File: config.mk
export PLATFORM = sky130hd
export DESIGN_NAME = icache_ctrl
export DESIGN_NICKNAME = d
export VERILOG_FILES = /design/src/icache_pkg.sv /design/src/icache_ctrl.sv
export SDC_FILE = /design/constraint.sdc
export NUM_CORES = 1
export LEC_CHECK = 0
export BUFFER_PORTS_ARGS = -buffer_cell sky130_fd_sc_hd__buf_2
export CAP_MARGIN = 20
export CORE_AREA = 2 2 317 319
export CTS_BUF_LIST = sky130_fd_sc_hd__clkbuf_4 sky130_fd_sc_hd__clkbuf_8
export CTS_CLUSTER_SIZE = 8
export DETAILED_ROUTE_END_ITERATION = 16
export DIE_AREA = 0 0 319 321
export SLEW_MARGIN = 15
export SYNTH_ARGS = -nofsm -noshare
export SYNTH_HDL_FRONTEND = slang
export SYNTH_SLANG_ARGS = --single-unit
File: constraint.sdc
create_clock -name clk_i -period 2.8 [get_ports clk_i]
set_clock_uncertainty 0.05 [all_clocks]
set_input_delay 0.28 -clock clk_i [delete_from_list [all_inputs] [get_ports clk_i]]
set_output_delay 0.28 -clock clk_i [all_outputs]
set_load 0.01 [all_outputs]
File: src/icache_pkg.sv
//////////////////////////////////////////////////////////////////////
// geometry, address view and shared structs of the instruction cache
// imported by every block that handles addresses or cache lines
//////////////////////////////////////////////////////////////////////
package icache_pkg;

  ////////////////////////////////////////////////////////////////////
  // geometry
  ////////////////////////////////////////////////////////////////////

  // physical byte address
  localparam int ADDR_W = 32;
  // one instruction word
  localparam int FETCH_W = 32;
  // one cache line, four words
  localparam int LINE_W = 128;
  localparam int NUM_SETS = 16;
  // byte offset inside a line
  localparam int OFFSET_W = 4;
  localparam int INDEX_W = 4;
  // whatever is left above index and offset
  localparam int TAG_W = ADDR_W - INDEX_W - OFFSET_W;
  // default associativity, the top level may override it
  localparam int NUM_WAYS_DEF = 4;

  // source of the returned word
  localparam logic [1:0] SRC_HIT = 2'd0;
  localparam logic [1:0] SRC_VICTIM = 2'd1;
  localparam logic [1:0] SRC_REFILL = 2'd2;

  ////////////////////////////////////////////////////////////////////
  // address view
  ////////////////////////////////////////////////////////////////////

  // field split used for array addressing and tag compare
  typedef struct packed {
    logic [TAG_W-1:0]    tag;
    logic [INDEX_W-1:0]  index;
    logic [OFFSET_W-1:0] offset;
  } addr_fields_t;

  // same word seen flat on the ports, split inside the cache
  typedef union packed {
    logic [ADDR_W-1:0] addr;
    addr_fields_t      fields;
  } fetch_addr_u;

  ////////////////////////////////////////////////////////////////////
  // line payloads
  ////////////////////////////////////////////////////////////////////

  typedef logic [LINE_W-1:0] line_t;

  // evicted line with its line address
  typedef struct packed {
    logic               valid;
    logic [TAG_W-1:0]   tag;
    logic [INDEX_W-1:0] index;
    line_t              line;
  } victim_entry_t;

  // memory return, valid for one cycle
  typedef struct packed {
    logic  valid;
    line_t line;
  } refill_t;

endpackage

File: src/icache_ctrl.sv
//////////////////////////////////////////////////////////////////////
// request latch and controller FSM of the instruction cache
// owns enable and flush bookkeeping, memory requests and the miss pulse
//////////////////////////////////////////////////////////////////////
module icache_ctrl #(
  parameter int NUM_WAYS = icache_pkg::NUM_WAYS_DEF
) (
  input  logic                             clk_i,
  input  logic                             rst_ni,
  input  logic                             en_i,
  input  logic                             flush_i,
  input  logic                             fetch_req_i,
  input  icache_pkg::fetch_addr_u          fetch_addr_i,
  input  logic [NUM_WAYS-1:0]              hit_i,
  input  logic                             all_valid_i,
  input  logic                             victim_hit_i,
  input  icache_pkg::line_t                victim_line_i,
  input  icache_pkg::line_t                evict_line_i,
  input  logic [icache_pkg::TAG_W-1:0]     evict_tag_i,
  input  logic                             mem_ack_i,
  input  icache_pkg::refill_t              mem_rtrn_i,
  output logic                             ready_o,
  output logic                             lookup_o,
  output logic [icache_pkg::INDEX_W-1:0]   index_o,
  output logic [icache_pkg::TAG_W-1:0]     tag_o,
  output logic [icache_pkg::OFFSET_W-1:0]  offset_o,
  output logic                             fill_o,
  output icache_pkg::line_t                fill_line_o,
  output logic                             flush_en_o,
  output logic                             victim_we_o,
  output icache_pkg::victim_entry_t        victim_wr_o,
  output logic                             fetch_valid_o,
  output logic [1:0]                       src_sel_o,
  output logic                             mem_req_o,
  output logic [icache_pkg::ADDR_W-1:0]    mem_addr_o,
  output logic                             miss_o
);
  import icache_pkg::*;

  typedef enum logic [2:0] {FLUSH, IDLE, READ, VICTIM_SWAP, VICTIM_EVICT, MISS} state_e;

  state_e             state_d, state_q;
  fetch_addr_u        addr_d, addr_q;
  logic               cache_en_d, cache_en_q;
  logic               flush_d, flush_q;
  logic [INDEX_W-1:0] flush_cnt_q;
  logic               flush_done;
  logic               cache_hit;
  logic               victim_hit;

  ////////////////////////////////////////////////////////////////////
  // request latch and array addressing
  ////////////////////////////////////////////////////////////////////

  assign lookup_o = ready_o & fetch_req_i;
  assign addr_d = lookup_o ? fetch_addr_i : addr_q;

  // sweep counter during flush, else the index of the lookup in progress
  assign index_o = (state_q == FLUSH) ? flush_cnt_q : addr_d.fields.index;
  assign tag_o = addr_q.fields.tag;
  assign offset_o = addr_q.fields.offset;
  // flat view of the latched address, offset cleared for a whole line
  assign mem_addr_o = {addr_q.addr[ADDR_W-1:OFFSET_W], {OFFSET_W{1'b0}}};

  assign flush_en_o = (state_q == FLUSH);
  assign flush_done = (flush_cnt_q == INDEX_W'(NUM_SETS - 1));

  // a disabled cache never hits, not even in the victim buffer
  assign cache_hit = cache_en_q & (|hit_i);
  assign victim_hit = cache_en_q & victim_hit_i;

  // swap writes back whatever the replaced way held
  assign victim_wr_o = '{
    valid: (state_q == VICTIM_SWAP) ? all_valid_i : 1'b1,
    tag:   evict_tag_i,
    index: addr_q.fields.index,
    line:  evict_line_i
  };
  assign fill_line_o = (state_q == VICTIM_SWAP) ? victim_line_i : mem_rtrn_i.line;

  ////////////////////////////////////////////////////////////////////
  // controller FSM
  ////////////////////////////////////////////////////////////////////

  always_comb begin
    state_d = state_q;
    // switching off is immediate, switching on goes through FLUSH
    cache_en_d = cache_en_q & en_i;
    flush_d = flush_q | flush_i;
    ready_o = 1'b0;
    fill_o = 1'b0;
    victim_we_o = 1'b0;
    fetch_valid_o = 1'b0;
    src_sel_o = SRC_HIT;
    mem_req_o = 1'b0;
    miss_o = 1'b0;

    unique case (state_q)
      FLUSH: begin
        if (flush_done) begin
          state_d = IDLE;
          flush_d = 1'b0;
          cache_en_d = en_i;
        end
      end
      IDLE: begin
        if (flush_d || (en_i && !cache_en_q)) begin
          state_d = FLUSH;
        end else begin
          ready_o = 1'b1;
          if (fetch_req_i) begin
            state_d = READ;
          end
        end
      end
      READ: begin
        if (cache_hit) begin
          // word goes out, next request may enter the lookup
          fetch_valid_o = 1'b1;
          ready_o = !flush_d;
          state_d = (ready_o && fetch_req_i) ? READ : IDLE;
        end else if (victim_hit) begin
          state_d = VICTIM_SWAP;
        end else if (cache_en_q && all_valid_i) begin
          // full set, park the line about to be replaced
          victim_we_o = 1'b1;
          state_d = VICTIM_EVICT;
        end else begin
          // free way or disabled cache, straight to memory
          mem_req_o = 1'b1;
          if (mem_ack_i) begin
            miss_o = cache_en_q;
            state_d = MISS;
          end
        end
      end
      VICTIM_EVICT: begin
        mem_req_o = 1'b1;
        if (mem_ack_i) begin
          miss_o = cache_en_q;
          state_d = MISS;
        end
      end
      VICTIM_SWAP: begin
        // buffer line into the set, set line into the buffer
        fill_o = 1'b1;
        victim_we_o = 1'b1;
        fetch_valid_o = 1'b1;
        src_sel_o = SRC_VICTIM;
        state_d = IDLE;
      end
      MISS: begin
        if (mem_rtrn_i.valid) begin
          fetch_valid_o = 1'b1;
          src_sel_o = SRC_REFILL;
          fill_o = cache_en_q;
          state_d = IDLE;
        end
      end
      default: begin
        state_d = FLUSH;
      end
    endcase
  end

  always_ff @(posedge clk_i or negedge rst_ni) begin
    if (!rst_ni) begin
      state_q <= FLUSH;
      cache_en_q <= 1'b0;
      flush_q <= 1'b0;
      flush_cnt_q <= '0;
    end else begin
      state_q <= state_d;
      cache_en_q <= cache_en_d;
      flush_q <= flush_d;
      flush_cnt_q <= (flush_en_o && !flush_done) ? flush_cnt_q + 1'b1 : '0;
    end
  end

  always_ff @(posedge clk_i) begin
    addr_q <= addr_d;
  end

  // refills start only after the previous word has left
  a_req_not_with_valid : assert property (
    @(posedge clk_i) disable iff (!rst_ni) $rose(mem_req_o) |-> !fetch_valid_o
  );

  a_state_legal : assert property (
    @(posedge clk_i) disable iff (!rst_ni)
    state_q inside {FLUSH, IDLE, READ, VICTIM_SWAP, VICTIM_EVICT, MISS}
  );

endmodule

==> out/metrics.yaml, run 1 <==
clock_tree:
  cts_buffers: 5
  cts_tree: "done"
  cts_root_buf: "clkbuf_8"
  clkTransAtPathRegs_ns: 0.11
  htreeDepth: 2
  cts_buffer_depth: 2
  clk_latency_ns: 0.34
  cts_sinks: 41
timing:
  slew_viol_final: 0
  timing.fmax_ghz: 0.384
  slew_headroom_pct: 64.7
  finalSetupViolations: 0
  fin_setup_tns_ns: 0
  period_share_pct: 93.0
  fin_crit_ns: 2.60
  worstMarginPinSlew_ns: 0.528
  hold_viol_final: 0
  rsz0062_at_grt: "no"
  fin_ws_ns: 0.196
setup_path:
  cp-end-kind: "primary output"
  crit_chain: "nand2b_1 > nor2_4 > buf_12 > buf_12 > mux2_2 > buf_2"
  r2r.worst_path.cells: 4
  cp.arrival_ns: 2.27
  max_stage_delay_ns: 0.47
  crit_type: "reg -> out"
  r2r-end: "addr_q[27]"
  r2r_start: "cache_en_q"
  crit_path_max_fanout: 51
  path_common_cell: "buf_12"
  crit_path_start_kind: "flip-flop"
  reg2reg_slack_ns: 0.77
  cp.required_ns: 2.47
  slowest_stage: "dfrtp_1"
power:
  power_frac_comb_pct: 40.4
  switchingPower_mw: 0.783
  switching_share_pct: 38.6
  pwr-share-clk_pct: 23.6
  internal_power_mw: 1.24
  p_leak_nw: 3.25
  peakVddDrop_v: 0.000263
  p_per_area_nw_per_um2: 269
  p_total_mw: 2.03
  seqPwrFrac_pct: 36.1
placement:
  placedCellCount: 2066
  routabilityCongestion: 0.898
  dp_slack_ns: 0.526
  portBuffers: 503
  dpl.hpwl_microns: 45800
die:
  die_y_microns: 321
  top_level_ports: 812
  core.rowCount: 116
  core_sq_um: 99300
  start_util_pct: 4.70
  dieArea_sq_um: 102000
  die_width_microns: 319
cells_and_area:
  n_fill_cell: 11685
  seq_area_sq_um: 1150
  fin_nets: 1230
  drive_gt1_share_pct: 71.0
  syn_to_final_growth_pct: 61.5
  layout.cells.non_filler: 2088
  multi_input_area_sq_um: 1990
route:
  detail-route-antenna-nets: 0
  routedWlPerCell_microns: 23.5
  drtIter0Drc: 160
  via_count: 5005
  vias_per_cell: 2.40
  drt_wl_total_microns: 49100
  drt-pass1-iter-count: 4
  drc: 0
synthesis:
  synth_cell_types: 42
  ys_ff_latch: 41
  ys_warn_count: 0
  syn_area_sq_um: 4670
  synth_area_per_cell_sq_um: 10.3
  synthCells: 454
  synth-seq-area-share_pct: 24.5
worst_hold_path:
  holdCritStartpoint: "fetch_addr_i[21]"
  hold_path.class: "in -> reg"
  holdPathEnd: "addr_q[21]"
  hold_depth: 1
outcome:
  status: "complete, no violations"
global_routing:
  grt_pass1_wl_microns: 57900
  grt_pass1_vias: 4674
  grt_usage_pct: 9.16
  grt_max_degree: 52
  antenna_found_initial: 64
  grt_overflow_total: 0
flow_run:
  maxCapViolations: 0
==> power by group through the flow <==
stage | clock network [mW] | registers, mW | logic, mW
2_1_floorplan | 0 | 0.720 | 0.562
3_3_place_gp | 0 | 0.741 | 0.825
3_5_place_dp | 0 | 0.740 | 0.833
4_1_cts | 0.521 | 0.728 | 0.837
5_1_grt | 0.546 | 0.736 | 0.891
6_report | 0.477 | 0.731 | 0.819
==> cell families (layout without fill, tap and decap cells) <==
logic type | after synthesis | count (layout) | synth area share, %
buffers and inverters | 203 | 523 | 33.3
muxes | 128 | 128 | 31.6
and+or+nand+nor | 51 | 51 | 5.92
DFF | 41 | 41 | 24.5
AOI/OAI and AO/OA | 27 | 27 | 3.94
xor gates and xnor gates | 2 | 2 | 0.375
adders and majority gates | 1 | 1 | 0.268
other | 1 | 17 | 0.0803
==> registers in the layout, summed over array words and instances (netlist names) <==
name / flops
flush_q: 1
cache_en_q: 1
flush_cnt_q: 4
addr_q: 32
state_q: 3
==> critical path, delay by kind of cell, from the launching register on <==
| kind | cells | cell delay, ns |
|---|---|---|
| buffers and inverters | 3 | 0.66 |
| DFF | 1 | 0.47 |
| and+or+nand+nor | 2 | 0.37 |
| muxes | 1 | 0.37 |
==> worst max path at each step <==
stage | to | from | cells after the start | slack [ns]
floorplan | addr_q[0] | state_q[0] | 4 | 0.67
global placement | fill_line_o[99] | state_q[0] | 6 | 0.56
detailed placement | fill_line_o[15] | state_q[0] | 6 | 0.53
CTS | fill_line_o[99] | state_q[0] | 6 | 0.09
global route | fill_line_o[17] | state_q[2] | 6 | 0.05
finish | fill_line_o[15] | state_q[2] | 6 | 0.20
==> stage by stage <==
step | util, % | hold slack [ns] | instance area (sq um)
after floorplan | - | -0.0656 | 4680
after global placement | 7.45 | 0.0975 | 7400
after detailed placement | 7.45 | 0.0968 | 7400
after CTS | 7.56 | 0.0236 | 7510
after global routing | 7.57 | 0.0274 | 7520
final | 7.59 | 0.0583 | 7540
==> cell type report <==
type,count,area share (%)
inverter,2,0.0996
timing repair buffer,513,35.1
tap,1298,21.5
multi-input combinational,213,26.3
sequential,41,15.2
clock inverter,3,0.382
clock buffer,5,0.913
antenna,13,0.431
==> cell usage after synthesis, drive strengths merged <==
| master | n | area share, % |
|---|---|---|
| a21oi | 1 | 0.11 |
| xnor2 | 1 | 0.19 |
| nand4b | 1 | 0.19 |
| a32o | 1 | 0.21 |
| edfxtp | 28 | 18 |
| a21o | 1 | 0.16 |
| dfrtp | 9 | 4.8 |
| a311oi | 1 | 0.19 |
| nand3 | 7 | 0.75 |
| buf | 201 | 33 |
| nand2b | 3 | 0.40 |
| mux2 | 128 | 32 |
| xor2 | 1 | 0.19 |
| and3 | 2 | 0.27 |
| inv | 2 | 0.16 |
| o21ai | 8 | 0.86 |
| nor2b | 3 | 0.40 |
| nand2 | 9 | 0.72 |
| a31oi | 7 | 0.94 |
| o41a | 2 | 0.48 |
| o2111ai | 1 | 0.19 |
| conb | 1 | 0.080 |
| and4 | 1 | 0.19 |
| nor2 | 14 | 1.2 |
| nor3 | 2 | 0.21 |
| and4b | 1 | 0.21 |
| nand3b | 1 | 0.16 |
| ha | 1 | 0.27 |
| nor3b | 2 | 0.54 |
| o211ai | 2 | 0.32 |
| or4 | 1 | 0.16 |
| dfxtp | 4 | 1.7 |
| nand4 | 1 | 0.13 |
| or3 | 2 | 0.27 |
| and2 | 1 | 0.13 |
| o21a | 3 | 0.48 |
==> per-layer routing <==
layer / part of all wire, % / vias up / GRT usage, %
met3: 20 / 113 / 7.49
met4: 2.8 / 28 / 1.93
li1: - / 2048 / -
met2: 37 / 675 / 12.6
met1: 40 / 2141 / 10.8
met5: 0.41 / - / 0
==> what timing repair did <==
item	CTS	global route
hold endpoints to repair	9	0
resized for setup	0	1
setup buffers	0	0
hold buffers	1	0
setup endpoints to repair	0	51
==> layout by cell type (no fill, tap or decap), drive strengths merged, types with 2 or more instances in the layout <==
master,count
buf,512
mux2,128
edfxtp,28
nor2,14
diode,13
nand2,9
dfrtp,9
o21ai,8
a31oi,7
nand3,7
clkbuf,5
inv,5
conb,4
dfxtp,4
nand2b,3
nor2b,3
o21a,3
or3,2
and3,2
o41a,2
o211ai,2
nor3,2
nor3b,2
Power figures use the tool's default switching activity.
==> inputs of run 2 (changes only) <==
- PLACE_DENSITY_LB_ADDON: default -> 0.15
==> out/metrics.yaml, run 2 (same netlist as run 1, synthesis figures left out) <==
outcome:
  status: "complete, no violations"
setup_path:
  crit_path_end: "fill_line_o[5]"
  crit_start: "state_q[2]"
  path_common_cell: "buf_12"
  cp_top_family: "buffers and inverters"
  r2r-end: "addr_q[27]"
  slowest_stage: "dfrtp_1"
  cp.required_ns: 2.47  # about the same
  cp-end-kind: "primary output"
  r2r.worst_path.cells: 4  # unchanged
  crit_path_start_kind: "flip-flop"
  crit_chain: "nand2b_1 > nor2_4 > buf_12 > buf_12 > mux2_2 > buf_2"
  cp.depth: 6  # unchanged
  r2r_start: "flush_q"
  reg2reg_slack_ns: 0.73  # -0.04 ns
  cp.arrival_ns: 2.31  # +0.04 ns
  crit_type: "reg -> out"
  crit_path_max_fanout: 48  # -5.9%
  max_stage_delay_ns: 0.48  # about the same
  cp_num_buf_inv: 3  # unchanged
route:
  drc: 0  # unchanged
  drtIter0Drc: 151  # -5.6%
  via_count: 5028  # +0.46%
  routedWlPerCell_microns: 20.3  # -14%
  vias_per_cell: 2.42  # +0.89%
  drt_wl_total_microns: 42200  # -14%
  drt-pass1-iter-count: 4  # unchanged
  detail-route-antenna-nets: 0  # unchanged
power:
  peakVddDrop_v: 0.000414  # +57%
  p_per_area_nw_per_um2: 275  # +2.2%
  p_leak_nw: 3.25  # +0.12%
global_routing:
  grt_pass1_vias: 5040  # +7.8%
  use_met2_pct: 11.2  # -1.4 points
  grt_usage_pct: 7.74  # -1.4 points
  use_met3_pct: 5.95  # -1.5 points
  grt_pass1_wl_microns: 51900  # -10%
  met1_usage_pct: 9.15  # -1.7 points
  grt_overflow_total: 0  # unchanged
  antenna_found_initial: 64  # unchanged
  top_usage_layer: "met2"
  grt_max_degree: 65  # +25%
timing:
  fin_setup_tns_ns: 0  # unchanged
  fin_crit_ns: 2.64  # +0.0311 ns
  slew_viol_final: 0  # unchanged
  worstMarginPinSlew_ns: 0.519  # -0.00849 ns
  rsz0062_at_grt: "no"
  period_share_pct: 94.1  # +1.1 points
  finalHoldWorstSlack_ns: 0.0677  # +0.00937 ns
  timing.fmax_ghz: 0.379  # -1.2%
  finalSetupViolations: 0  # unchanged
  hold_viol_final: 0  # unchanged
  slew_headroom_pct: 65.3  # +0.57 points
die:
  start_util_pct: 4.70  # unchanged
  core.rowCount: 116  # unchanged
  die_width_microns: 319  # unchanged
  top_level_ports: 812  # unchanged
  die_y_microns: 321  # unchanged
  dieArea_sq_um: 102000  # unchanged
  core_sq_um: 99300  # unchanged
cells_and_area:
  multi_input_area_sq_um: 1990  # unchanged
  syn_to_final_growth_pct: 61.3
  n_fill_cell: 11708  # +0.20%
  drive_gt1_share_pct: 71.0  # unchanged
  largest_register_ff_count: 32  # unchanged
  fin_nets: 1230  # unchanged
  final_cell_mix: "503 x buf_2, 100 x mux2_1, 28 x edfxtp_1"
  seq_area_sq_um: 1150  # unchanged
  final_util_pct: 7.58  # -0.010 points
  reg_top3: "addr_q x32, flush_cnt_q x4, state_q x3"
  largest-register: "addr_q"
  mostFrequentLayoutCell: "buf_2"
clock_tree:
  cts_sinks: 41  # unchanged
  clk_latency_ns: 0.33  # about the same
  cts_setup_buffers: 0  # unchanged
  cts_buffer_depth: 2  # unchanged
  cts_buffers: 5  # unchanged
  cts_root_buf: "clkbuf_8"
  cts_tree: "done"
  htreeDepth: 2  # unchanged
  clkTransAtPathRegs_ns: 0.10  # about the same
placement:
  portBuffers: 503  # unchanged
  routabilityCongestion: 0.793  # -12%
  dpl.hpwl_microns: 38800  # -15%
flow_run:
  maxCapViolations: 0  # unchanged
worst_hold_path:
  hold_path.class: "in -> reg"
## run 2: layout make-up
class	count	area share, %
Tap cell	1298	21.6
Inverter	2	0.0997
Clock inverter	3	0.615
Antenna cell	4	0.133
Multi-Input combinational cell	213	26.4
Clock buffer	5	0.914
Timing Repair Buffer	513	35.1
Sequential cell	41	15.2
## run 2: metal layers
metal  routed length (microns)  vias to the layer above
li1                          -                     2039
met1                     17000                     2235
met2                     16700                      634
met3                      7480                      102
met4                       860                       18
met5                       138                        -
## run 2: worst min-delay path by stage
stage,from,end,slack (ns),cells after the start
finish,fetch_addr_i[0],addr_q[0],0.07,1
global route,fetch_addr_i[29],addr_q[29],0.03,1
CTS,fetch_addr_i[0],addr_q[0],0.03,1
detailed placement,rst_ni,state_q[0],0.12,1
global placement,rst_ni,state_q[0],0.13,1
floorplan,rst_ni,cache_en_q,-0.07,0
## run 2: what timing repair did
item                                    CTS  global route
endpoints found under the hold margin     9             0
endpoints found under the setup margin    0            44
hold buffers                              1             0
gates resized for setup                   0             2
## run 2: stage by stage
step	total power, mW	setup slack [ns]	cells	instance area, sq um
2_1_floorplan	1.28	0.671	457	4680
3_3_place_gp	1.57	0.288	2066	7390
3_5_place_dp	1.56	0.329	2066	7390
4_1_cts	2.14	0.0175	2075	7510
5_1_grt	2.23	0.00366	2077	7520
6_report	2.07	0.165	2079	7530
## run 2: power by group
part           total [mW]  switching [mW]  internal (mW)
clock               0.532           0.265          0.268
combinational       0.802           0.428          0.374
sequential          0.734          0.0530          0.681
==> inputs of run 3 (changes only) <==
- ABC_AREA: default -> 1
- CORE_AREA: 2 2 317 319 -> 2 2 318 320
- DIE_AREA: 0 0 319 321 -> 0 0 320 322
- RECOVER_POWER: default -> 50
==> out/metrics.yaml, run 3 <==
route:
  drt-pass1-iter-count: 4  # unchanged
  drc: 0  # unchanged
  drt_wl_total_microns: 46900  # +11%
  drtIter0Drc: 193  # +28%
  routedWlPerCell_microns: 19.8  # -2.2%
  via_count: 5924  # +18%
  vias_per_cell: 2.51  # +3.6%
  detail-route-antenna-nets: 0  # unchanged
timing:
  finalSetupViolations: 0  # unchanged
  hold_viol_final: 0  # unchanged
  slew_headroom_pct: 54.1  # -11 points
  period_share_pct: 87.8  # -6.3 points
  fin_ws_ns: 0.342  # +0.177 ns
  worstMarginPinSlew_ns: 0.689  # +0.170 ns
  fin_crit_ns: 2.46  # -0.177 ns
  timing.fmax_ghz: 0.407  # +7.2%
  slew_viol_final: 0  # unchanged
  rsz0062_at_grt: "no"
  fin_setup_tns_ns: 0  # unchanged
synthesis:
  synth_top_area_cell: "nand2_1"
  synthTopCellsByCount: "411 x nand2_1, 188 x buf_4, 28 x edfxtp_1"
  yosysMostFrequentCell: "nand2_1"
  synth_edf_count: 28  # unchanged
  synth-seq-area-share_pct: 24.4  # -0.11 points
  synth_cell_types: 33  # -21%
  synth_area_leaders: "nand2_1 33%, buf_4 30%, edfxtp_1 18%, dfrtp_1 4.8%, buf_2 2.1%"
  async_reset_ff_share_pct: 22.0  # unchanged
  synthCells: 755  # +66%
  synth_area_per_cell_sq_um: 6.21  # -40%
  syn_area_sq_um: 4690  # +0.46%
  ys_warn_count: 0  # unchanged
  ys_ff_latch: 41  # unchanged
  synth_top_flop_cell: "edfxtp_1"
  synth_top_area_share_pct: 32.9  # +3.0 points
setup_path:
  cp.arrival_ns: 2.13  # -0.18 ns
  cp.required_ns: 2.47  # about the same
  crit_path_start_kind: "flip-flop"
  cp_num_buf_inv: 2  # -1
  path_common_cell: "nand2_2"
  crit_chain: "nand2_1 > nor2_1 > nand3_2 > nand2_2 > nand2_2 > inv_1 > buf_2"
  slowest_stage: "dfrtp_1"
  crit_path_max_fanout: 9  # -81%
  crit_type: "reg -> out"
  cp_top_family: "simple AND/OR/NAND/NOR gates"
  cp-end-kind: "primary output"
  max_stage_delay_ns: 0.61  # +0.13 ns
cells_and_area:
  multi_input_area_sq_um: 1930  # -2.6%
  n_fill_cell: 12021  # +2.7%
  largest-register: "addr_q"
  largest_register_ff_count: 32  # unchanged
  fin_nets: 1517  # +23%
  mostFrequentLayoutCell: "buf_2"
  seq_area_sq_um: 1150  # -0.11%
  reg_top3: "addr_q x32, flush_cnt_q x4, state_q x3"
  drive_gt1_share_pct: 47.0  # -24 points
  syn_to_final_growth_pct: 60.2
  final_cell_mix: "473 x buf_2, 411 x nand2_1, 30 x clkbuf_1"
die:
  die_y_microns: 322  # +0.31%
  die_width_microns: 320  # +0.31%
  top_level_ports: 812  # unchanged
  core_sq_um: 99600  # +0.29%
  start_util_pct: 4.71  # +0.0077 points
  dieArea_sq_um: 103000  # +0.63%
  core.rowCount: 116  # unchanged
power:
  p_per_area_nw_per_um2: 271  # -1.4%
  peakVddDrop_v: 0.000238  # -42%
  seqPwrFrac_pct: 35.8  # +0.3 points
  internal_power_mw: 1.30  # -1.8%
  power_frac_comb_pct: 39.5  # +0.7 points
  switching_share_pct: 36.1  # +0.083 points
  p_total_mw: 2.03  # -1.6%
  pwr-share-clk_pct: 24.7  # -1.0 points
  switchingPower_mw: 0.735  # -1.4%
  p_leak_nw: 3.81  # +17%
clock_tree:
  clk_latency_ns: 0.31  # -0.02 ns
  cts_buffer_depth: 2  # unchanged
  cts_buffers: 5  # unchanged
  cts_root_buf: "clkbuf_8"
  cts_tree: "done"
  clkTransAtPathRegs_ns: 0.08  # -0.02 ns
  cts_sinks: 41  # unchanged
  htreeDepth: 2  # unchanged
outcome:
  status: "complete, no violations"
global_routing:
  grt_usage_pct: 8.51  # +0.76 points
  grt_pass1_vias: 5889  # +17%
  antenna_found_initial: 22  # -66%
  grt_max_degree: 86  # +32%
  grt_overflow_total: 0  # unchanged
  grt_pass1_wl_microns: 58300  # +12%
placement:
  portBuffers: 503  # unchanged
  dp_slack_ns: 0.545  # +0.216 ns
  routabilityCongestion: 0.816  # +3.0%
  dpl.hpwl_microns: 42600  # +9.9%
flow_run:
  maxCapViolations: 0  # unchanged
worst_hold_path:
  hold_path.class: "in -> reg"
run 3: worst paths after layout:
path	cells past startpoint	startpoint	endpoint	slack, ns
min in group asynchronous	2	rst_ni	flush_cnt_q[2]	0.52
setup reg to reg	7	state_q[0]	addr_q[2]	0.62
hold reg to reg	1	flush_cnt_q[0]	flush_cnt_q[0]	0.45
max in group asynchronous	2	rst_ni	cache_en_q	1.74
hold / removal	1	fetch_addr_i[25]	addr_q[25]	0.09
setup / recovery	7	state_q[0]	lookup_o	0.34
run 3: cell type report:
type                       count  area share (%)
sequential                    41            15.3
clock buffer                   6            1.02
inverter                      25            1.32
multi-input combinational    479            25.7
tap                         1298            21.6
clock inverter                 2           0.450
antenna                        2          0.0666
timing repair buffer         511            34.6
run 3: repair_timing:
item                                   4_1_cts  5_1_grt
gates resized for setup                      0        1
hold buffers                                 1        0
endpoints found under the hold margin        9        0
setup endpoints to repair                    0        1
buffers inserted                             0        0
run 3: through the flow:
stage | std cells | hold slack (ns) | area [sq um] | utilization, %
2_1_floorplan | 758 | -0.0656 | 4700 | -
3_3_place_gp | 2353 | 0.135 | 7420 | 7.45
3_5_place_dp | 2353 | 0.134 | 7420 | 7.45
4_1_cts | 2362 | 0.0656 | 7540 | 7.58
5_1_grt | 2363 | 0.0688 | 7510 | 7.54
6_report | 2364 | 0.0930 | 7510 | 7.55
run 3: power by group through the flow:
stage                     clock (mW)  combinational, mW  sequential [mW]
after floorplan                    0              0.580            0.711
after global placement             0              0.840            0.745
after detailed placement           0              0.827            0.745
after CTS                      0.532              0.833            0.731
after global routing           0.551              0.902            0.736
final                          0.503              0.803            0.729
run 3: cells by family (layout without fill, tap and decap cells):
logic type      after synthesis  after routing  share of synthesized area, %
simple gates                460            460                          38.6
buf+inv                     238            544                          34.8
flops                        41             41                          24.4
compound gates               13             13                          1.68
fa+ha+maj                     1              1                         0.267
other cells                   1              6                        0.0799
xor+xnor                      1              1                         0.187
run 3: per-layer routing:
metal / up-vias / wire [microns] / track usage (%) / part of all wire [%]
li1: 2717 / - / - / -
met1: 2516 / 15600 / 8.29 / 33
met2: 581 / 21400 / 14.0 / 46
met3: 92 / 8090 / 6.09 / 17
met4: 18 / 1700 / 3.08 / 3.6
met5: - / 127 / 0.236 / 0.27
